<file path="src/mips_config.svh">
`ifndef MIPS_CONFIG_SVH
`define MIPS_CONFIG_SVH

// ==================================================
// core sizing
// ==================================================

// architectural register count, register 0 reads as zero
`define MIPS_NUM_REGS 32

// data memory depth in 32-bit words
`define MIPS_DMEM_WORDS 256

// instruction memory depth in 32-bit words
// the memory itself sits outside the core
`define MIPS_IMEM_WORDS 256

`endif

</file>
<file path="src/isaPkg.sv">
`default_nettype none

package isaPkg;

    // ==================================================
    // basic widths
    // ==================================================

    typedef logic [31:0] word_t;     // data or instruction word
    typedef logic [4:0]  regAddr_t;  // register index

    // major opcodes of the supported subset
    typedef enum logic [5:0] {
        OP_RTYPE = 6'b000000,
        OP_BEQ   = 6'b000100,
        OP_LW    = 6'b100011,
        OP_SW    = 6'b101011
    } opcode_e;

    // funct codes for the R-type group
    typedef enum logic [5:0] {
        FN_ADD = 6'b100000,
        FN_SUB = 6'b100010,
        FN_AND = 6'b100100,
        FN_OR  = 6'b100101,
        FN_SLT = 6'b101010
    } funct_e;

    // ==================================================
    // instruction layout
    // ==================================================

    // low half is either rd/shamt/funct or the immediate
    typedef struct packed {
        opcode_e  opcode;
        regAddr_t rs;
        regAddr_t rt;
        union packed {
            struct packed {
                regAddr_t   rd;
                logic [4:0] shamt;  // not used by this subset
                funct_e     funct;
            } r;
            logic [15:0] imm16;
        } low;
    } instrFields_t;

endpackage

`default_nettype wire

</file>
<file path="src/RegisterFile.sv">
`timescale 1ns/1ps
`default_nettype none

`include "mips_config.svh"

module RegisterFile (
    input  wire logic             clk,
    input  wire logic             arstN,
    input  wire isaPkg::regAddr_t rsAddr,
    input  wire isaPkg::regAddr_t rtAddr,
    input  wire isaPkg::regAddr_t wrAddr,
    input  wire logic             wrEn,
    input  wire isaPkg::word_t    wrData,
    output isaPkg::word_t         rsData,
    output isaPkg::word_t         rtData
);
    import isaPkg::*;

    word_t regs [`MIPS_NUM_REGS];

    // ==================================================
    // write port
    // ==================================================

    always_ff @(posedge clk or negedge arstN) begin
        if (!arstN) begin
            for (int i = 0; i < `MIPS_NUM_REGS; i++) begin
                regs[i] <= '0;
            end
        end else if (wrEn && (wrAddr != '0)) begin  // $0 is never written
            regs[wrAddr] <= wrData;
        end
    end

    // ==================================================
    // read ports
    // ==================================================

    assign rsData = (rsAddr == '0) ? '0 : regs[rsAddr];
    assign rtData = (rtAddr == '0) ? '0 : regs[rtAddr];

endmodule

`default_nettype wire

</file>
<file path="config.mk">
export PLATFORM = sky130hd
export DESIGN_NAME = RegisterFile
export DESIGN_NICKNAME = d
export VERILOG_FILES = /design/src/isaPkg.sv /design/src/RegisterFile.sv
export VERILOG_INCLUDE_DIRS = /design/src
export SDC_FILE = /design/constraint.sdc
export NUM_CORES = 2
export LEC_CHECK = 0
export BUFFER_PORTS_ARGS = -buffer_cell sky130_fd_sc_hd__buf_2
export CORE_UTILIZATION = 57
export CTS_CLUSTER_SIZE = 20
export DETAILED_ROUTE_END_ITERATION = 8
export HOLD_SLACK_MARGIN = 0.05
export PLACE_DENSITY = 0.82
export SYNTH_ARGS = -nofsm -noshare
export SYNTH_HDL_FRONTEND = slang
export SYNTH_SLANG_ARGS = --single-unit
</file>
<file path="constraint.sdc">
create_clock -name clk -period 1.4 [get_ports clk]
set_input_delay 0 -clock clk [delete_from_list [all_inputs] [get_ports clk]]
set_output_delay 0 -clock clk [all_outputs]
set_load 0.01 [all_outputs]
</file>
==> impl_metrics.env <==
export IMPL_grt_use_met3_pct=10.30
export IMPL_grt_use_total_pct=37.63
export IMPL_dieArea_um2=96620
export IMPL_finalHoldViolations=0
export IMPL_p_per_area_nw_per_um2=1355
export IMPL_finalMaxSlewViolations=0
export IMPL_clk_latency_ns=0.69
export IMPL_fin_hold_ws_ns=0.1146
export IMPL_grt_busiest_layer="met2"
export IMPL_hold_class="in2reg"
export IMPL_yosys_top_cells_area="dfrtp_1, mux2_2, mux4_2, mux2i_1, buf_2"
export IMPL_n_fill_cell=5574
export IMPL_fin_area_um2=66600
export IMPL_nets=4110
export IMPL_timing_hold_worst_path_depth=5
export IMPL_finalSetupViolCount=64
export IMPL_critical_path_class="reg2out"
export IMPL_die_h_um=310.8
export IMPL_initial_utilization_pct=57.91
export IMPL_grt_start_max_net_pins=59
export IMPL_maxCapViolCount=0
export IMPL_yosysSeqAreaShare_pct=47.13
export IMPL_vias_per_cell=7.254
export IMPL_placed_area_um2=61370
export IMPL_async_reset_ff_share_pct=100.0
export IMPL_grt_use_met2_pct=57.31
export IMPL_dp_hpwl_mm=115.3
export IMPL_fin_util_pct=70.94
export IMPL_grt_overflow_total=0
export IMPL_final_layout_size_suffix_gt1_share_pct=63.28
export IMPL_clk_pin_slew_ns=0.06
export IMPL_use_met1_pct=48.94
export IMPL_synth_top_area_share_pct=47.13
export IMPL_wire_per_inst_um=33.82
export IMPL_fin_ws_ns=-1.120
export IMPL_cts_buffer_depth=3
export IMPL_drc=0
export IMPL_crit_path_cell_trace="buf_4, mux4_2, mux2_4, o21ai_4, a311oi_2, buf_4, buf_6"
export IMPL_port_buffers=113
export IMPL_slew_headroom_pct=7.459
export IMPL_io_pins=114
export IMPL_clock_sinks=1024
export IMPL_dr_pass1_iters=7
export IMPL_status="complete, but fails checks"
export IMPL_critPathMaxFanout=3
export IMPL_syn_num_nets=3671
export IMPL_grt_pass1_wl_mm=269.6
export IMPL_fin_tns_setup_ns=-61.22
export IMPL_crit_top_cell="buf_4"
export IMPL_rsz0062_at_grt="true"
export IMPL_clock_skew_ns=0
export IMPL_tightest_slew_ns=1.385
export IMPL_max_freq_ghz=0.3968
export IMPL_fin_crit_ns=2.520
export IMPL_critPathRequiredTime_ns=1.40
export IMPL_grt_pass1_vias=40910
export IMPL_worstSetupStartpointType="flop"
export IMPL_cts_root_buf="clkbuf_16"
export IMPL_cts_tree="yes"
export IMPL_crit_slowest_cell="mux4_2"
export IMPL_syn_inst=3621
export IMPL_ys_seq_elements=1024
export IMPL_p_leak_nw=29.18
export IMPL_cts_made_buffers=104
export IMPL_drt_initial_drc_count=4837
export IMPL_violations="negative setup slack"
export IMPL_max_stage_delay_ns=0.46
export IMPL_layout_common_cells="dfrtp_1, mux2_2, buf_4, mux4_2, buf_12"
export IMPL_antenna_found_initial=7
export IMPL_synth_flop_cell="dfrtp_1"
export IMPL_cts_htree_levels=3
export IMPL_final_common_cell="dfrtp_1"
export IMPL_die_x_um=310.8
export IMPL_largest_register_ff_count=1024
export IMPL_syn_area_per_cell_um2=15.02
export IMPL_biggestRegsByFlops="regs x1024"
export IMPL_largest_register="regs"
export IMPL_area_delta_synth_final_pct=22.50
export IMPL_vias=39190
export IMPL_vdd_ir_drop_max_uv=1048
export IMPL_synth_edff_count=0
export IMPL_cp_end_kind="output port"
export IMPL_rr_worst_depth=3
export IMPL_dp_slack_ns=-0.8171
export IMPL_yosysWarningCount=0
export IMPL_globalplace_congestion=0.8943
export IMPL_cp_arrival_ns=2.52
export IMPL_rows=112
export IMPL_core_um2=93890
export IMPL_ant_nets=0
export IMPL_synth_largest_area_cell="dfrtp_1"
export IMPL_yosysUniqueCellTypes=35
export IMPL_syn_area_um2=54370
export IMPL_drt_total_wl_mm=182.7
export IMPL_fin_crit_sh_pct=180.0
cells in the mapped netlist, types with 5 or more instances:
library cell,number
nand2b_1,5
buf_4,34
nor2_1,19
mux2i_1,128
mux2_2,1046
buf_2,170
o2111ai_1,18
a22oi_1,64
a221oi_1,46
mux2_1,10
nand2_1,49
clkbuf_1,223
a211oi_1,64
mux4_2,448
dfrtp_1,1024
o21ai_1,9
o21ai_0,101
nor2b_1,71
a311oi_1,64
metrics by stage:
step	cells	power, W
after floorplan	3621	0.05145
after global placement	5162	0.05782
after detailed placement	5162	0.05918
after CTS	5384	0.08923
after global routing	5400	0.09298
final	5403	0.09027
path summary, 6_finish.rpt:
check	start	end	slack, ns
hold reg to reg	regs[1006]$_DFFE_PN0P_	regs[1006]$_DFFE_PN0P_	0.40
setup / recovery	regs[685]$_DFFE_PN0P_	rtData[13]	-1.12
max in group asynchronous	arstN	regs[805]$_DFFE_PN0P_	0.26
setup reg to reg	regs[675]$_DFFE_PN0P_	regs[675]$_DFFE_PN0P_	0.34
min in group asynchronous	arstN	regs[190]$_DFFE_PN0P_	0.58
hold / removal	wrAddr[0]	regs[220]$_DFFE_PN0P_	0.11
layer usage:
| metal | vias to the layer above | part of all wire (%) |
|---|---|---|
| li1 | 14960 | - |
| met1 | 20590 | 36 |
| met2 | 2841 | 46 |
| met3 | 794 | 12 |
| met4 | 6 | 6.6 |
| met5 | - | 0.018 |
critical path, delay by kind of cell (launching register included):
family	cells	cell delay [ns]
buf+inv	3	0.50
compound gates	2	0.20
mux	2	0.75
flops	1	0.40
cells by family (layout without fill, tap and decap cells):
| group | after synthesis | in the layout | synth area share, % |
|---|---|---|---|
| flops | 1024 | 1024 | 47.13 |
| other cells | 0 | 7 | 0 |
| mux | 1632 | 1632 | 42.79 |
| simple gates | 165 | 165 | 1.611 |
| buf+inv | 434 | 955 | 3.631 |
| compound gates | 366 | 366 | 4.842 |
power breakdown:
group,switching (W),internal [W]
Combinational,0.00860,0.0127
Clock,0.0121,0.0171
Sequential,0.00449,0.0352
Total,0.0252,0.0650
area by class of cell:
class / instances / area, um2 / share of cell area, %
well taps: 1254 / 1569 / 2.356
diodes: 7 / 17.52 / 0.02630
flip-flops and latches: 1024 / 25620 / 38.47
repair buffers: 765 / 7562 / 11.35
inverters: 2 / 11.26 / 0.01691
multi-input cells: 2163 / 28280 / 42.46
clock inverters: 36 / 484.2 / 0.7270
clock buffers: 152 / 3055 / 4.588
what timing repair did:
item | CTS | global route
setup endpoints to repair | 64 | 64
buffers inserted | 11 | 13
hold endpoints to repair | 2016 | 0
hold buffers | 35 | 0
pin swaps | 49 | 25
gates resized for setup | 256 | 74
No activity file was read; power rests on OpenSTA's default activity.
