`src/mips_config.svh`:
```
`ifndef MIPS_CONFIG_SVH
`define MIPS_CONFIG_SVH

// ==================================================
// core sizing
// ==================================================

// architectural register count, register 0 reads as zero
`define MIPS_NUM_REGS 32

// data memory depth in 32-bit words
`define MIPS_DMEM_WORDS 256

// instruction memory depth in 32-bit words
// the memory itself sits outside the core
`define MIPS_IMEM_WORDS 256

`endif

```
`src/isaPkg.sv`:
```
`default_nettype none

package isaPkg;

    // ==================================================
    // basic widths
    // ==================================================

    typedef logic [31:0] word_t;     // data or instruction word
    typedef logic [4:0]  regAddr_t;  // register index

    // major opcodes of the supported subset
    typedef enum logic [5:0] {
        OP_RTYPE = 6'b000000,
        OP_BEQ   = 6'b000100,
        OP_LW    = 6'b100011,
        OP_SW    = 6'b101011
    } opcode_e;

    // funct codes for the R-type group
    typedef enum logic [5:0] {
        FN_ADD = 6'b100000,
        FN_SUB = 6'b100010,
        FN_AND = 6'b100100,
        FN_OR  = 6'b100101,
        FN_SLT = 6'b101010
    } funct_e;

    // ==================================================
    // instruction layout
    // ==================================================

    // low half is either rd/shamt/funct or the immediate
    typedef struct packed {
        opcode_e  opcode;
        regAddr_t rs;
        regAddr_t rt;
        union packed {
            struct packed {
                regAddr_t   rd;
                logic [4:0] shamt;  // not used by this subset
                funct_e     funct;
            } r;
            logic [15:0] imm16;
        } low;
    } instrFields_t;

endpackage

`default_nettype wire

```
`src/ctrlPkg.sv`:
```
`default_nettype none

package ctrlPkg;

    // alu operation class chosen by the decoder
    typedef enum logic [1:0] {
        ALUOP_ADD   = 2'b00,
        ALUOP_SUB   = 2'b01,
        ALUOP_FUNCT = 2'b10   // look at funct
    } aluOp_e;

    // function actually run by the alu
    typedef enum logic [2:0] {
        ALU_AND = 3'b000,
        ALU_OR  = 3'b001,
        ALU_ADD = 3'b010,
        ALU_SUB = 3'b110,
        ALU_SLT = 3'b111
    } aluFunc_e;

    // decoder output, 9 bits
    typedef struct packed {
        logic   regDst;
        logic   aluSrc;
        logic   memToReg;
        logic   regWrite;
        logic   memRead;
        logic   memWrite;
        logic   branch;
        aluOp_e aluOp;
    } ctrl_t;

    // architectural effects of the instruction retiring this cycle
    typedef struct packed {
        logic             valid;
        logic             regWe;
        isaPkg::regAddr_t regAddr;
        isaPkg::word_t    regData;
        logic             memWe;
        isaPkg::word_t    memAddr;
        isaPkg::word_t    memData;
    } retire_t;

endpackage

`default_nettype wire

```
`src/AluUnit.sv`:
```
`timescale 1ns/1ps
`default_nettype none

module AluUnit (
    input  wire ctrlPkg::aluOp_e aluOp,
    input  wire isaPkg::funct_e  funct,
    input  wire logic            aluSrc,
    input  wire isaPkg::word_t   opA,
    input  wire isaPkg::word_t   regB,
    input  wire logic [15:0]     imm16,
    output isaPkg::word_t        result,
    output logic                 zero
);
    import isaPkg::*;
    import ctrlPkg::*;

    aluFunc_e aluFunc;
    word_t    opB;

    // ==================================================
    // alu control
    // ==================================================

    always_comb begin
        case (aluOp)
            ALUOP_ADD: aluFunc = ALU_ADD;
            ALUOP_SUB: aluFunc = ALU_SUB;
            ALUOP_FUNCT: begin
                case (funct)
                    FN_ADD:  aluFunc = ALU_ADD;
                    FN_SUB:  aluFunc = ALU_SUB;
                    FN_AND:  aluFunc = ALU_AND;
                    FN_OR:   aluFunc = ALU_OR;
                    FN_SLT:  aluFunc = ALU_SLT;
                    default: aluFunc = ALU_ADD;  // unknown funct behaves as add
                endcase
            end
            default: aluFunc = ALU_ADD;
        endcase
    end

    assign opB = aluSrc ? {{16{imm16[15]}}, imm16} : regB;

    // ==================================================
    // datapath
    // ==================================================

    always_comb begin
        case (aluFunc)
            ALU_AND: result = opA & opB;
            ALU_OR:  result = opA | opB;
            ALU_SUB: result = opA - opB;
            ALU_SLT: result = {31'd0, $signed(opA) < $signed(opB)};  // signed compare
            default: result = opA + opB;
        endcase
    end

    assign zero = (result == '0);

endmodule

`default_nettype wire

```
`config.mk`:
```
export PLATFORM = sky130hd
export DESIGN_NAME = AluUnit
export DESIGN_NICKNAME = d
export VERILOG_FILES = /design/src/mips_config.svh /design/src/isaPkg.sv /design/src/ctrlPkg.sv /design/src/AluUnit.sv
export SDC_FILE = /design/constraint.sdc
export NUM_CORES = 1
export LEC_CHECK = 0
export ABC_CLOCK_PERIOD_IN_PS = 13000
export BUFFER_PORTS_ARGS = -buffer_cell sky130_fd_sc_hd__clkbuf_2
export CAP_MARGIN = 20
export CORE_MARGIN = 2
export CORE_UTILIZATION = 64
export DETAILED_ROUTE_END_ITERATION = 8
export PLACE_DENSITY = 0.92
export SLEW_MARGIN = 20
export SYNTH_ARGS = -nofsm -noshare
export SYNTH_HDL_FRONTEND = slang
export SYNTH_SLANG_ARGS = --single-unit
```
`constraint.sdc`:
```
create_clock -name vclk -period 13
set_clock_uncertainty 0.15 [all_clocks]
set_input_delay 0.65 -clock vclk [all_inputs]
set_output_delay 0.65 -clock vclk [all_outputs]
set_load 0.05 [all_outputs]
```
==> results of run 1 <==
[cell type report]
type	instances	area, sq um	area share
Tap cell	108	135	0.0209
Multi-Input combinational cell	747	5320	0.822
Inverter	98	368	0.0568
Timing Repair Buffer	127	648	0.100
[cells by family (layout without fill, tap and decap cells)]
| logic type | Yosys count | count (layout) | synth area share |
|---|---|---|---|
| adders and majority gates | 112 | 112 | 0.241 |
| xor gates and xnor gates | 19 | 19 | 0.0284 |
| AOI/OAI and AO/OA | 306 | 306 | 0.354 |
| muxes | 22 | 22 | 0.0375 |
| buffers and inverters | 140 | 225 | 0.0936 |
| and+or+nand+nor | 288 | 288 | 0.245 |
[where the power goes]
group / internal, mW / total (mW) / switching (mW) / leakage (nW)
registers: 0 / 0 / 0 / 0
logic: 0.147 / 0.464 / 0.317 / 3.36
clock network: 0 / 0 / 0 / 0
[path summary, 6_finish.rpt]
| check | start | endpoint | slack (ps) | cells past startpoint |
|---|---|---|---|---|
| worst max-delay path | aluSrc | zero | 6010 | 16 |
| worst min-delay path | opA[2] | result[2] | 1830 | 5 |
[layer usage]
layer	vias up	global-route usage
li1	3382	-
met5	-	0
met1	3238	0.471
met2	525	0.617
met4	0	0.133
met3	109	0.0548
[layout by cell type, fill, tap and decap left out, types with 19 or more instances in the layout]
cell,count
ha_1,110
inv_1,97
nand2_1,66
mux2i_1,22
o21ai_0,53
clkbuf_2,122
nor2b_1,19
nor3_1,19
a21oi_1,96
nor2_1,85
[worst max-delay path, cell delays in order]
cell and delay, ps:
clkbuf_2 460, clkinv_1 650, a21oi_1 430, ha_1 430
a21oi_1 270, o21ai_0 170, a221oi_1 440, nand2_1 200
a21oi_1 230, nor3b_1 70, or3_1 370, a221o_1 360
or4b_1 520, nor4_1 320, nor4b_2 260, clkbuf_2 310
[stage by stage]
stage,setup slack (ps),instance area [sq um],hold slack (ps),std cells,total power [mW]
global placement,6290,6470,1810,1080,0.444
finish,6010,6470,1830,1080,0.464
floorplan,6000,5870,1720,887,0.340
CTS,6120,6470,1820,1080,0.451
global route,5690,6470,1900,1080,0.494
detailed placement,6170,6470,1820,1080,0.448
==> flow_summary.toml, run 1 <==
[run_status]
status = "finished clean"

[detailed_routing]
wl_um = 19200
drt_iter0_drc = 743
ant_nets = 0
drtPass1Iterations = 8
dr_wl_met2_um = 8480
vias = 7254
routedWlPerCell_um = 17.8
highest_layer = "met4"
route.met3.wl_um = 2250
met1_length_um = 7570
vias_per_cell = 6.72
drc = 0

[run]
drv_cap = 0

[synth]
ys_top_cells_by_area = "ha_1 (23%), a21oi_1 (8.2%), inv_1 (6.2%), nor2_1 (5.4%), o21ai_0 (4.5%)"
synth_area_leader_cell = "ha_1"
synth_commonest_cells = "ha_1 (110), inv_1 (97), a21oi_1 (96)"
postSynthAreaPerCell_sq_um = 6.62
yosysSeqAreaShare = 0
syn_inst = 887
synth_nets = 1088
synth_top_area_share = 0.234
post-synth-top-count-cell = "ha_1"
yosys_warnings = 0
synth_cell_types = 83
syn_area_sq_um = 5870

[pwr]
ir_drop_mv = 0.0521
power.density_nw_per_um2 = 71.7
p_leak_nw = 3.36

[timing]
worst_slew_pin_slew_ps = 904
rsz0062_at_grt = "no"
relSlewSlack = 0.397
period_minus_slack_ps = 6990
setup_viol_count_final = 0
slew_viol_final = 0
hold_violations = 0
finalCritPeriodShare = 0.538
setup_tns_ps = 0
fmax_ghz = 0.143

[floorplanning]
rows = 34
die_area_sq_um = 9950
start_util = 0.667
ioPinCount = 122
fp.dieW_um = 99.8
fp.coreArea_sq_um = 8810
die_h_um = 99.8

[finish]
drive_above_1_share = 0.147
post-route-util = 0.735
fillers = 771
final.clkbuf_count = 0
regArea_sq_um = 0
antennaDiodeCount = 0
layout.nets = 1175
seq_cell_count = 0
areaGrowthSynthToFinish_pct = 10.3

[setup_path]
end_kind = "output pin"
cp.arrival_ps = 6190
critPathLaunchType = "input port"
crit_fanout = 17
path_class = "in -> out"
crit_required_ps = 12200

[worst_hold_path]
hold_class = "in -> out"

[cts]
postCtsSetupBuffers = 0
cts_resized = 0
hold_buffers = 0

[grt]
grt_max_degree = 31
first_global_vias = 6503
antenna_found_initial = 0
grt.total_usage = 0.366
grt-ovfl-total = 0
grt_pass1_wl_um = 30500

[place]
gp_congestion = 1.03
io_buffers = 122
hpwl_um = 15500
No activity file was read; power rests on OpenSTA's default activity.
==> run 2: changes to the inputs <==
ABC_CLOCK_PERIOD_IN_PS = 6200   (was 13000)
CORE_UTILIZATION = 53   (was 64)
PLACE_DENSITY = 0.82   (was 0.92)
clock period = 6.2 ns   (was 13 ns; I/O delays follow)
==> run 2 against run 1 <==
Against the previous run: wire length is 4.2% higher; non-clock buffer count increased by 10; via count decreased by 2.2%; count of clock-buffer cells in the layout stayed put; global-route usage down 4.1 points; sequential cell count unchanged; first-iteration DRC count shrank 2.0%; setup slack lost 5700 ps; critical endpoint unchanged; largest power group unchanged.
==> flow_summary.toml, run 2 (synthesis results as in run 1) <==
[grt]
grt_pass1_wl_um = 31400
first_global_vias = 6402
grt-ovfl-total = 0
grt_max_degree = 23
antenna_found_initial = 0
grt.total_usage = 0.324

[pwr]
power.density_nw_per_um2 = 149
ir_drop_mv = 0.0996
p_leak_nw = 3.40

[finish]
regArea_sq_um = 0
antennaDiodeCount = 0
stdcell_area_sq_um = 6600
final_cell_mix = "clkbuf_2 (122), ha_1 (110), inv_1 (97)"
layout.nets = 1185
layout_commonest_cell = "clkbuf_2"
areaGrowthSynthToFinish_pct = 12.4
drive_above_1_share = 0.157
final.clkbuf_count = 0
fillers = 1099
seq_cell_count = 0

[floorplanning]
die_h_um = 109
die_area_sq_um = 11900
ioPinCount = 122
fp.dieW_um = 109
start_util = 0.541
rows = 38
fp.coreArea_sq_um = 10800

[run_status]
status = "finished clean"

[detailed_routing]
routedWlPerCell_um = 17.8
drc = 0
vias_per_cell = 6.33
wl_um = 20000
drtPass1Iterations = 6
drt_iter0_drc = 728
ant_nets = 0
vias = 7098

[setup_path]
slowest_stage = "or4_1"
critPathLaunchType = "input port"
path_class = "in -> out"
crit_path_end = "zero"
cp_top_family = "simple AND/OR/NAND/NOR gates"
crit_fanout = 12
end_kind = "output pin"
crit_buf_inv = 4
cp_num_cells = 18
path_cells = "clkbuf_2 -> buf_4 -> mux2i_1 -> inv_1 -> ha_1 -> fa_1 -> and3_1 -> or3_1 -> nand4_1 -> o211ai_1 -> or4_1 -> or3_1 -> nor4_1 -> nand4b_1 -> or4_1 -> nor4_1 -> nor4b_2 -> clkbuf_2"
worstSetupStartpoint = "aluSrc"
slowest_delay_ps = 560
cp.arrival_ps = 5480
crit_required_ps = 5740

[place]
dpl_cell_area_sq_um = 6590
gp_congestion = 1.03
io_buffers = 122
hpwl_um = 16600

[timing]
fmax_ghz = 0.168
slew_viol_final = 0
rsz0062_at_grt = "no"
hold_violations = 0
finalCritPeriodShare = 0.958
relSlewSlack = 0.466
worst_slew_pin_slew_ps = 801
period_minus_slack_ps = 5940
setup_viol_count_final = 0
setup_tns_ps = 0

[cts]
hold_buffers = 0

[worst_hold_path]
hold_class = "in -> out"
hp-start = "opA[2]"

[run]
drv_cap = 0
## run 2: per-stage QoR
stage | hold WS (ps) | utilization | power (mW) | setup WS [ps] | instances
after floorplan | 1040 | - | 0.713 | 55.8 | 887
after global placement | 1150 | 0.608 | 0.956 | 531 | 1122
after detailed placement | 1160 | 0.608 | 0.959 | 381 | 1122
after CTS | 1160 | 0.608 | 0.964 | 355 | 1122
after global routing | 1200 | 0.608 | 1.05 | 87.6 | 1122
final | 1160 | 0.608 | 0.984 | 258 | 1122
## run 2: cell type report
type               instances  area, sq um  area share
well taps                140          175      0.0266
inverters                 98          368      0.0558
repair buffers           137          723       0.110
multi-input cells        747         5330       0.808
## run 2: report_power, final
| group | leakage, nW | internal [mW] | switching (mW) |
|---|---|---|---|
| clock network | 0 | 0 | 0 |
| logic | 3.40 | 0.315 | 0.669 |
| registers | 0 | 0 | 0 |
| total | 3.40 | 0.315 | 0.669 |
## run 2: what timing repair did
item / in CTS / in global routing
resized for setup: 0 / 1
buffers inserted: 0 / 0
endpoints found under the setup margin: 0 / 1
## run 2: how the worst min path moves through the flow
stage,to,slack [ps],cells past startpoint
floorplan,result[19],1040,4
global placement,result[2],1150,5
detailed placement,result[2],1160,5
CTS,result[2],1160,5
global route,result[2],1200,5
finish,result[2],1160,5
## run 2: per-layer routing
layer | track usage | wire, um
met5 | 0 | 0
met2 | 0.554 | 9110
met3 | 0.0215 | 1840
met1 | 0.436 | 8440
met4 | 0.0931 | 597
==> run 3: changes to the inputs <==
RECOVER_POWER = 100   (was not set)
==> run 3 against run 2 <==
Against the previous run: sequential share of layout area is the same; die area is the same; non-clock buffer count is the same; worst hold slack gained 3.7 ps; first-iteration DRC count shrank 5.6%; cell count is the same; wire length grew 0.74%; maximum frequency shrank 0.14%; power shrank 0.82%; final area shrank 0.57%; critical path type unchanged; largest power group unchanged.
==> flow_summary.toml, run 3 (synthesis results as in run 1) <==
[place]
post-place-ws_ps = 381
dpl_cell_area_sq_um = 6590
placed_cells = 1122
io_buffers = 122
hpwl_um = 16600
gp_congestion = 1.03

[finish]
layout.nets = 1185
antennaDiodeCount = 0
areaGrowthSynthToFinish_pct = 11.7
layout_commonest_cell = "ha_1"
final_cells = 1122
final_cell_mix = "ha_1 (110), inv_1 (97), a21oi_1 (96), clkbuf_2 (96), nor2_1 (85)"
stdcell_area_sq_um = 6560
fillers = 1113
regArea_sq_um = 0
drive_above_1_share = 0.129
final.clkbuf_count = 0
seq_cell_count = 0

[pwr]
netSwitchingPower_mw = 0.672
internal-power_mw = 0.305
p_leak_nw = 3.33
seqPwrFrac = 0
pwr-share-clk = 0
ir_drop_mv = 0.0950
swShare = 0.688
power.density_nw_per_um2 = 149
power_frac_comb = 1.000

[grt]
grt_max_degree = 23
grt-ovfl-total = 0
grt_pass1_wl_um = 31400
antenna_found_initial = 0
grt.total_usage = 0.324
first_global_vias = 6402

[detailed_routing]
vias = 7155
routedWlPerCell_um = 17.9
ant_nets = 0
vias_per_cell = 6.38
wl_um = 20100
drt_iter0_drc = 687
drc = 0
drtPass1Iterations = 5

[floorplanning]
die_h_um = 109
fp.coreArea_sq_um = 10800
die_area_sq_um = 11900
ioPinCount = 122
rows = 38
fp.dieW_um = 109
start_util = 0.541

[setup_path]
end_kind = "output pin"
crit_required_ps = 5740
path_class = "in -> out"
cp_top_family = "simple AND/OR/NAND/NOR gates"
cp.arrival_ps = 5490
slowest_delay_ps = 560
crit_fanout = 12
slowest_stage = "or4_1"
crit_buf_inv = 4
path_cells = "clkbuf_2 -> buf_4 -> mux2i_1 -> inv_1 -> ha_1 -> fa_1 -> and3_1 -> or3_1 -> nand4_1 -> o211ai_1 -> or4_1 -> or3_1 -> nor4_1 -> nand4b_1 -> or4_1 -> nor4_1 -> nor4b_2 -> clkbuf_2"
critPathLaunchType = "input port"

[timing]
setup_tns_ps = 0
fmax_ghz = 0.168
period_minus_slack_ps = 5950
relSlewSlack = 0.462
setup_slack_ps = 249
rsz0062_at_grt = "no"
finalCritPeriodShare = 0.960
setup_viol_count_final = 0
slew_viol_final = 0
worst_slew_pin_slew_ps = 806
hold_violations = 0

[worst_hold_path]
hold_class = "in -> out"

[run]
drv_cap = 0

[cts]
hold_buffers = 0

[run_status]
status = "finished clean"
-- run 3: cell counts in the layout (fill, tap and decap cells not counted) --
No cell type changed its count.
-- run 3: layout make-up --
cell class | count | area [sq um] | area share
Multi-Input combinational cell | 747 | 5320 | 0.812
Timing Repair Buffer | 137 | 691 | 0.105
Inverter | 98 | 368 | 0.0561
Tap cell | 140 | 175 | 0.0267
-- run 3: worst paths after layout --
check,startpoint,endpoint,slack (ps),cells past startpoint
min,opA[2],result[2],1160,5
max,aluSrc,zero,250,18
-- run 3: per-layer routing --
layer / part of all wire / vias to the layer above / global-route usage
met5: 0 / - / 0
met4: 0.032 / 0 / 0.0931
met3: 0.10 / 63 / 0.0215
met2: 0.45 / 442 / 0.554
met1: 0.42 / 3242 / 0.436
li1: - / 3408 / -
-- run 3: tightest hold or removal path, stage by stage --
cell	delay [ps]
clkbuf_2	110
inv_1	60
ha_1	140
o211ai_1	120
clkbuf_2	270
-- run 3: per-stage QoR --
step	total power [mW]	hold slack, ps	utilization
floorplan	0.713	1040	-
global placement	0.956	1150	0.608
detailed placement	0.959	1160	0.608
CTS	0.964	1160	0.608
global route	1.04	1200	0.605
finish	0.976	1160	0.605
-- run 3: what timing repair did --
item | 4_1_cts | 5_1_grt
gates resized for setup | 0 | 1
endpoints found under the hold margin | 0 | 0
setup buffers | 0 | 0
endpoints found under the setup margin | 0 | 1
-- run 3: power groups by stage --
stage	sequential (mW)	combinational (mW)	clock, mW
6_report	0	0.976	0
5_1_grt	0	1.04	0
4_1_cts	0	0.964	0
3_5_place_dp	0	0.959	0
3_3_place_gp	0	0.956	0
2_1_floorplan	0	0.713	0
