### config.mk
export PLATFORM = sky130hd
export DESIGN_NAME = ControlUnit
export DESIGN_NICKNAME = d
export VERILOG_FILES = /design/src/mips_config.svh /design/src/isaPkg.sv /design/src/ctrlPkg.sv /design/src/ControlUnit.sv
export SDC_FILE = /design/constraint.sdc
export NUM_CORES = 1
export LEC_CHECK = 0
export BUFFER_PORTS_ARGS = -buffer_cell sky130_fd_sc_hd__buf_2
export CAP_MARGIN = 30
export CORE_AREA = 2 2 39 41
export DETAILED_ROUTE_END_ITERATION = 6
export DIE_AREA = 0 0 41 43
export PLACE_DENSITY = 0.3
export SETUP_SLACK_MARGIN = 0.15
export SLEW_MARGIN = 10
export SYNTH_ARGS = -nofsm -noshare
export SYNTH_HDL_FRONTEND = slang
export SYNTH_SLANG_ARGS = --single-unit
### constraint.sdc
create_clock -name vclk -period 1.87
set_input_delay 0.187 -clock vclk [all_inputs]
set_output_delay 0.187 -clock vclk [all_outputs]
set_load 0.05 [all_outputs]
### src/mips_config.svh
`ifndef MIPS_CONFIG_SVH
`define MIPS_CONFIG_SVH

// ==================================================
// core sizing
// ==================================================

// architectural register count, register 0 reads as zero
`define MIPS_NUM_REGS 32

// data memory depth in 32-bit words
`define MIPS_DMEM_WORDS 256

// instruction memory depth in 32-bit words
// the memory itself sits outside the core
`define MIPS_IMEM_WORDS 256

`endif

### src/isaPkg.sv
`default_nettype none

package isaPkg;

    // ==================================================
    // basic widths
    // ==================================================

    typedef logic [31:0] word_t;     // data or instruction word
    typedef logic [4:0]  regAddr_t;  // register index

    // major opcodes of the supported subset
    typedef enum logic [5:0] {
        OP_RTYPE = 6'b000000,
        OP_BEQ   = 6'b000100,
        OP_LW    = 6'b100011,
        OP_SW    = 6'b101011
    } opcode_e;

    // funct codes for the R-type group
    typedef enum logic [5:0] {
        FN_ADD = 6'b100000,
        FN_SUB = 6'b100010,
        FN_AND = 6'b100100,
        FN_OR  = 6'b100101,
        FN_SLT = 6'b101010
    } funct_e;

    // ==================================================
    // instruction layout
    // ==================================================

    // low half is either rd/shamt/funct or the immediate
    typedef struct packed {
        opcode_e  opcode;
        regAddr_t rs;
        regAddr_t rt;
        union packed {
            struct packed {
                regAddr_t   rd;
                logic [4:0] shamt;  // not used by this subset
                funct_e     funct;
            } r;
            logic [15:0] imm16;
        } low;
    } instrFields_t;

endpackage

`default_nettype wire

### src/ctrlPkg.sv
`default_nettype none

package ctrlPkg;

    // alu operation class chosen by the decoder
    typedef enum logic [1:0] {
        ALUOP_ADD   = 2'b00,
        ALUOP_SUB   = 2'b01,
        ALUOP_FUNCT = 2'b10   // look at funct
    } aluOp_e;

    // function actually run by the alu
    typedef enum logic [2:0] {
        ALU_AND = 3'b000,
        ALU_OR  = 3'b001,
        ALU_ADD = 3'b010,
        ALU_SUB = 3'b110,
        ALU_SLT = 3'b111
    } aluFunc_e;

    // decoder output, 9 bits
    typedef struct packed {
        logic   regDst;
        logic   aluSrc;
        logic   memToReg;
        logic   regWrite;
        logic   memRead;
        logic   memWrite;
        logic   branch;
        aluOp_e aluOp;
    } ctrl_t;

    // architectural effects of the instruction retiring this cycle
    typedef struct packed {
        logic             valid;
        logic             regWe;
        isaPkg::regAddr_t regAddr;
        isaPkg::word_t    regData;
        logic             memWe;
        isaPkg::word_t    memAddr;
        isaPkg::word_t    memData;
    } retire_t;

endpackage

`default_nettype wire

### src/ControlUnit.sv
`timescale 1ns/1ps
`default_nettype none

module ControlUnit (
    input  wire isaPkg::opcode_e opcode,
    output ctrlPkg::ctrl_t       ctrl
);
    import isaPkg::*;
    import ctrlPkg::*;

    // ==================================================
    // main decoder
    // ==================================================

    always_comb begin
        ctrl = '0;  // unknown opcodes leave everything inactive
        case (opcode)
            OP_RTYPE: begin
                ctrl.regDst   = 1'b1;
                ctrl.regWrite = 1'b1;
                ctrl.aluOp    = ALUOP_FUNCT;
            end
            OP_LW: begin
                ctrl.aluSrc   = 1'b1;  // base + offset
                ctrl.memToReg = 1'b1;
                ctrl.regWrite = 1'b1;
                ctrl.memRead  = 1'b1;
                ctrl.aluOp    = ALUOP_ADD;
            end
            OP_SW: begin
                ctrl.aluSrc   = 1'b1;
                ctrl.memWrite = 1'b1;
                ctrl.aluOp    = ALUOP_ADD;
            end
            OP_BEQ: begin
                ctrl.branch   = 1'b1;
                ctrl.aluOp    = ALUOP_SUB;  // compare by subtracting
            end
            default: begin
                ctrl = '0;
            end
        endcase
    end

    // a memory access is either a load or a store, never both
    always_comb begin
        assert (!(ctrl.memRead && ctrl.memWrite))
            else $error("ControlUnit: memRead and memWrite both set");
    end

endmodule

`default_nettype wire

==> results of run 1 <==
-- power by group --
group          switching (mW)  internal, mW
combinational          0.0216        0.0105
clock                       0             0
sequential                  0             0
-- worst min path at each step --
stage	from	end	slack, ns	cells past startpoint
5_1_grt	opcode[4]	ctrl[5]	0.75	3
6_report	opcode[4]	ctrl[5]	0.73	3
2_1_floorplan	opcode[4]	ctrl[5]	0.43	1
4_1_cts	opcode[4]	ctrl[5]	0.73	3
3_3_place_gp	opcode[4]	ctrl[5]	0.73	3
3_5_place_dp	opcode[4]	ctrl[5]	0.73	3
-- synthesized netlist by cell type --
cell type / instances
nand4b_1: 1
nor2_1: 1
or3_1: 1
or4_4: 1
nor3_1: 3
nor3b_1: 1
buf_4: 2
nand3_1: 1
a2111oi_2: 1
nor3b_2: 1
-- critical path, cell delays in order --
cell and delay [ns]:
buf_2 0.12, or4_4 0.55, nor3b_2 0.21, buf_2 0.29
-- cell families (layout without fill, tap and decap cells) --
family / Yosys count / in the layout / share of synthesized area (%)
AO/OA/AOI/OAI: 1 / 1 / 15.0
buffers and inverters: 2 / 15 / 15.0
AND/OR/NAND/NOR: 10 / 10 / 70.0
-- per-layer routing --
layer / vias to the layer above / share of wire, % / track usage, %
met5: - / 0 / 0
li1: 77 / - / -
met1: 64 / 47 / 7.59
met4: 0 / 0 / 0
met2: 15 / 32 / 5.94
met3: 0 / 22 / 0
-- layout make-up --
type / count / area share [%]
Multi-Input combinational cell: 11 / 53.1
Timing Repair Buffer: 15 / 37.0
Tap cell: 16 / 9.88
-- stage by stage --
stage               setup slack (ns)  instance area, um^2  hold slack (ns)
floorplan                     -0.103                  123            0.430
global placement               0.327                  203            0.729
detailed placement             0.308                  203            0.732
CTS                            0.308                  203            0.733
global route                   0.243                  203            0.752
finish                         0.323                  203            0.731
==> results.ini, run 1 <==
[run_status]
status = finished, final reports clean

[place]
port_buffers = 15
dp.cells = 42
gp_congestion = 0.558

[die]
fp-row-count = 14
die_area_um2 = 1760
num_io_pins = 15
dieHeight_um = 43
core_um2 = 1380
start_util_pct = 7.23
die_x_um = 41

[hold_path]
hold_class = input port to primary output

[power_and_ir_drop]
power_leakage_nw = 0.0906
power.density_nw_per_um2 = 159
ir_worst_vdd_v = 0.0000499
p_total_mw = 0.0322

[logic_synthesis]
synth-warning-count = 0
syn_inst = 13
ys_top_cells_by_area = nor3_1, a2111oi_2, buf_4, nor3b_2, or4_4
avgSynthCellArea_um2 = 7.70
yosysTopAreaCell = nor3_1
ys_seq_area_share_pct = 0
synth_fp_nets = 19
netlist_area_um2 = 100
synthDistinctLibCells = 10
synth_top_area_share_pct = 15.0

[critical_path]
critical_path.endpoint_type = primary output
crit_required_ns = 1.68
arrival_ns = 1.36
cp-startpoint = opcode[4]
start_kind = input port
crit_end = ctrl[0]
path_class = input port to primary output
worstPathMaxFanout = 3

[timing]
relSlewSlack_pct = 83.2
hold_viol = 0
setup_violations = 0
min_period_ns = 1.55
fmax_mhz = 646
tightestPinTransition_ns = 0.253
fin_crit_sh_pct = 82.7
grt_setup_unrepaired = false
drv_slew = 0
tns_ns = 0

[clocking]
ctsHoldBuffers = 0
postCtsResizedCells = 0
cts_setup_buffers = 0

[finish]
multi_input_area_um2 = 108
layout_common_cells = buf_2, nor3b_2, nor3_1
seq_cells = 0
fillers = 161
layout_commonest_cell = buf_2
drive_gt1_share_pct = 76.9
regArea_um2 = 0
nets = 34
post-route-util_pct = 14.6
syn2layout_area_growth_pct = 102
num_antenna_cells = 0
layoutNonFillerInstCount = 42
clkbuf_count = 0

[global_route]
grt_max_degree = 8
grt_first_pass_wirelength_um = 565
grt.overflow.total = 0
antenna_found_initial = 0
grt_use_total_pct = 4.30
grt_pass1_vias = 140

[job]
drv_cap = 0

[routing]
first_pass_iters = 4
drc = 0
ant_nets = 0
wl_um = 376
drtIter0Drc = 5
wire_per_inst_um = 8.95
vias = 156
via_per_inst = 3.71

(Power assumes the default switching activity.)
==> inputs of run 2 (changes only) <==
Clock period 1.87 ns to 1.5 ns, I/O delays scaled along.
==> run 2 against run 1 <==
Net effect:
- die area unchanged
- routed wire length rose by 2.1%
- worst hold slack got worse by 0.080 ns
- via count is 3.2% higher
- critical endpoint unchanged
- combinational power is 59% higher
- sequential share of layout area stayed put
- worst setup slack worse by 0.20 ns
- critical path depth unchanged
- global-route usage increased by 0.80 points
- design area is 32% higher
- total power grew 59%
- final cell count increased by 2.4%
==> results.ini, run 2 (synthesized netlist as in run 1, its figures left out) <==
[run_status]
status = finished, final reports clean

[routing]
via_per_inst = 3.74  ; +0.81%
drc = 0  ; unchanged
wire_per_inst_um = 8.93  ; -0.25%
vias = 161  ; +3.2%
ant_nets = 0  ; unchanged
wl_um = 384  ; +2.1%
drtIter0Drc = 1  ; -4
first_pass_iters = 2  ; -2

[timing]
fin_crit_sh_pct = 91.7
tightestPinTransition_ns = 0.262  ; +0.00869 ns
hold_viol = 0  ; unchanged
fmax_mhz = 727
drv_slew = 0  ; unchanged
grt_setup_unrepaired = true
setup_violations = 0  ; unchanged
relSlewSlack_pct = 82.5  ; -0.70 points
min_period_ns = 1.38

[critical_path]
critical_path.endpoint_type = primary output
worstPathMaxFanout = 3  ; unchanged
path_class = input port to primary output
start_kind = input port
arrival_ns = 1.23  ; -0.13 ns
crit_required_ns = 1.35  ; -0.33 ns

[global_route]
grt_first_pass_wirelength_um = 683  ; +21%
grt.overflow.total = 0  ; unchanged
grt_max_degree = 8  ; unchanged
grt_pass1_vias = 160  ; +14%
antenna_found_initial = 0  ; unchanged
grt_use_total_pct = 5.09  ; +0.80 points

[power_and_ir_drop]
clockPowerShare_pct = 0  ; unchanged
seqPwrFrac_pct = 0  ; unchanged
power.density_nw_per_um2 = 191  ; +20%
power_leakage_nw = 0.110  ; +22%
p_int_mw = 0.0211  ; +100%
p_comb_share_pct = 100.0  ; about the same
ir_worst_vdd_v = 0.0000312  ; -37%
swShare_pct = 58.6  ; -8.6 points
p_switching_mw = 0.0299  ; +38%

[job]
drv_cap = 0  ; unchanged

[finish]
regArea_um2 = 0  ; unchanged
fillers = 158  ; -1.9%
layout_commonest_cell = buf_2
syn2layout_area_growth_pct = 168
layoutNonFillerInstCount = 43  ; +2.4%
num_antenna_cells = 0  ; unchanged
drive_gt1_share_pct = 88.9  ; +12 points
layout_common_cells = buf_2, buf_6, nor3_2, buf_4
clkbuf_count = 0  ; unchanged
post-route-util_pct = 19.3  ; +4.7 points
nets = 35  ; +2.9%
seq_cells = 0  ; unchanged

[place]
gp_congestion = 0.547  ; -2.0%
dp.cells = 43  ; +2.4%
port_buffers = 15  ; unchanged

[die]
fp-row-count = 14  ; unchanged
start_util_pct = 7.23  ; unchanged
core_um2 = 1380  ; unchanged
num_io_pins = 15  ; unchanged
die_area_um2 = 1760  ; unchanged
die_x_um = 41  ; unchanged
dieHeight_um = 43  ; unchanged

[clocking]
cts_setup_buffers = 0  ; unchanged

[hold_path]
hold_class = input port to primary output

-- run 2: cell count changes in the layout (fill, tap and decap cells not counted) --
cell	change
buf_2	-7
buf_6	+5
buf_4	+3
nor3_1	-2
nor3_2	+2
nor3b_2	-1
nor3b_4	+1
or3_1	-1
or3_4	+1
-- run 2: metal layers --
| layer | track usage, % | vias to the layer above | wire length, um |
|---|---|---|---|
| met1 | 5.38 | 79 | 114 |
| met4 | 0 | 0 | 0 |
| met2 | 10.6 | 2 | 266 |
| met5 | 0 | - | 0 |
| met3 | 0 | 0 | 3 |
| li1 | - | 80 | - |
-- run 2: repair_timing --
action                     in CTS  in global routing
resized for setup               9                  1
hold buffers                    0                  0
setup endpoints to repair       5                  3
-- run 2: through the flow --
stage	setup TNS, ns	cell area [um^2]	setup WS, ns	power (mW)	hold slack, ns
global placement	0	231	0.0529	0.0454	0.727
CTS	0	264	0.115	0.0512	0.687
detailed placement	0	231	0.0481	0.0465	0.732
global route	0	268	0.0595	0.0544	0.660
finish	0	268	0.124	0.0511	0.650
floorplan	-0.167	148	-0.139	0.0223	0.356
-- run 2: power by group through the flow --
stage                     combinational [mW]  clock [mW]  sequential [mW]
final                                 0.0511           0                0
after global routing                  0.0544           0                0
after CTS                             0.0512           0                0
after detailed placement              0.0465           0                0
after global placement                0.0454           0                0
after floorplan                       0.0223           0                0
-- run 2: final timing paths --
check                 startpoint       to  slack, ns  cells past startpoint
worst min-delay path   opcode[4]  ctrl[5]       0.65                      4
worst max-delay path   opcode[4]  ctrl[0]       0.12                      4
-- run 2: area by class of cell --
type / instances / area (um^2) / share of cell area, %
tap: 16 / 20.0 / 7.48
timing repair buffer: 16 / 119 / 44.4
multi-input combinational: 11 / 129 / 48.1
-- run 2: critical path, stage by stage --
cell	delay (ns)
buf_6	0.09
or4_4	0.57
nor3b_4	0.23
buf_6	0.19
==> inputs of run 3 (changes only) <==
Settings changed: CELL_PAD_IN_SITES_DETAIL_PLACEMENT set to 1, CELL_PAD_IN_SITES_GLOBAL_PLACEMENT set to 1, CORE_AREA 2 2 39 41 to 5 5 42 44, DIE_AREA 0 0 41 43 to 0 0 47 49, PLACE_DENSITY 0.3 to 0.39.
==> run 3 against run 2 <==
Net effect:
- total power up 1.2%
- combinational power grew 1%
- worst setup slack got worse by 0.014 ns
- final cell count unchanged
- core utilization up 0.56 points
- largest power group unchanged
==> results.ini, run 3 (synthesized netlist as in run 1, its figures left out) <==
[hold_path]
hold_class = input port to primary output

[critical_path]
crit_required_ns = 1.35  ; about the same
arrival_ns = 1.24  ; about the same
slowest_delay_ns = 0.57  ; about the same
start_kind = input port
path_cells = buf_6 > or4_4 > nor3b_4 > buf_6
path_class = input port to primary output
worstPathMaxFanout = 3  ; unchanged
cpMostUsedCell = buf_6
crit_path_top_delay_cell = or4_4
critical_path.endpoint_type = primary output

[timing]
fin_crit_sh_pct = 92.7  ; +0.93 points
hold_viol = 0  ; unchanged
fmax_mhz = 719  ; -1.0%
tns_ns = 0  ; unchanged
setup_violations = 0  ; unchanged
grt_setup_unrepaired = true
whs_ns = 0.653  ; +0.00231 ns
drv_slew = 0  ; unchanged
min_period_ns = 1.39  ; +0.0140 ns
tightestPinTransition_ns = 0.267  ; +0.00491 ns
relSlewSlack_pct = 82.2  ; -0.33 points

[power_and_ir_drop]
p_total_mw = 0.0517  ; +1.2%
power_leakage_nw = 0.109  ; -1.2%
power.density_nw_per_um2 = 185  ; -2.9%
ir_worst_vdd_v = 0.0000599  ; +92%

[finish]
layout_commonest_cell = buf_6
syn2layout_area_growth_pct = 179
post-route-util_pct = 19.9  ; +0.56 points
regArea_um2 = 0  ; unchanged
clkbuf_count = 0  ; unchanged
seq_cells = 0  ; unchanged
nets = 35  ; unchanged
layout_common_cells = buf_6, buf_2, nor3_2, clkbuf_4, buf_4
num_antenna_cells = 0  ; unchanged
fillers = 168  ; +6.3%
drive_gt1_share_pct = 88.9  ; unchanged

[routing]
wire_per_inst_um = 11.6  ; +30%
first_pass_iters = 2  ; unchanged
via_per_inst = 3.91  ; +4.3%
vias = 168  ; +4.3%
ant_nets = 0  ; unchanged
drtIter0Drc = 1  ; unchanged
drc = 0  ; unchanged
wl_um = 499  ; +30%

[place]
gp_congestion = 0.721  ; +32%
port_buffers = 15  ; unchanged

[die]
core_um2 = 1400  ; +1.3%
start_util_pct = 7.14  ; -0.090 points
num_io_pins = 15  ; unchanged
die_area_um2 = 2300  ; +31%
dieHeight_um = 49  ; +14%
fp-row-count = 14  ; unchanged
die_x_um = 47  ; +15%

[global_route]
grt_pass1_vias = 179  ; +12%
grt.overflow.total = 0  ; unchanged
antenna_found_initial = 0  ; unchanged
grt_use_total_pct = 4.70  ; -0.39 points
gr-usage-met3_pct = 1.11  ; +1.1 points
met1_usage_pct = 5.87  ; +0.49 points
top_usage_layer = met2
grt_first_pass_wirelength_um = 848  ; +24%
grt_max_degree = 8  ; unchanged
grt_util_met2_pct = 8.37  ; -2.3 points

[clocking]
ctsHoldBuffers = 0  ; unchanged
cts_setup_buffers = 0  ; unchanged

[job]
drv_cap = 0  ; unchanged

[run_status]
status = finished, final reports clean

[run 3: changes by cell type in the layout (fill, tap and decap cells not counted), sizes merged]
cell    change
clkbuf      +3
buf         -3
[run 3: path summary, 6_finish.rpt]
kind	startpoint	endpoint	slack [ns]	cells after the start
min	opcode[4]	ctrl[5]	0.65	4
max	opcode[4]	ctrl[2]	0.11	4
[run 3: repair_timing]
| action | in CTS | in global routing |
|---|---|---|
| resized for setup | 9 | 5 |
| endpoints found under the hold margin | 0 | 0 |
| setup endpoints to repair | 5 | 7 |
[run 3: power breakdown]
part,leakage [nW],switching [mW],internal (mW)
Clock,0,0,0
Combinational,0.109,0.0300,0.0217
Sequential,0,0,0
[run 3: stage by stage]
step / cells / setup slack (ns) / cell area, um^2
after floorplan: 13 / -0.139 / 148
after global placement: 43 / 0.0551 / 231
after detailed placement: 43 / 0.0202 / 231
after CTS: 43 / 0.0929 / 264
after global routing: 43 / 0.0850 / 279
final: 43 / 0.110 / 279
[run 3: worst max-delay path: cells and delay by family]
kind	cells	cell delay, ns
buf+inv	2	0.28
simple gates	2	0.81
[run 3: layout make-up]
class | count | area (um^2) | share of cell area [%]
Tap cell | 16 | 20.0 | 7.17
Multi-Input combinational cell | 11 | 129 | 46.2
Timing Repair Buffer | 16 | 130 | 46.6
[run 3: per-layer routing]
layer  vias to the layer above  wire length (um)
met5                         -                 0
li1                         79                 -
met3                         0                92
met4                         0                 0
met2                        15               222
met1                        74               183
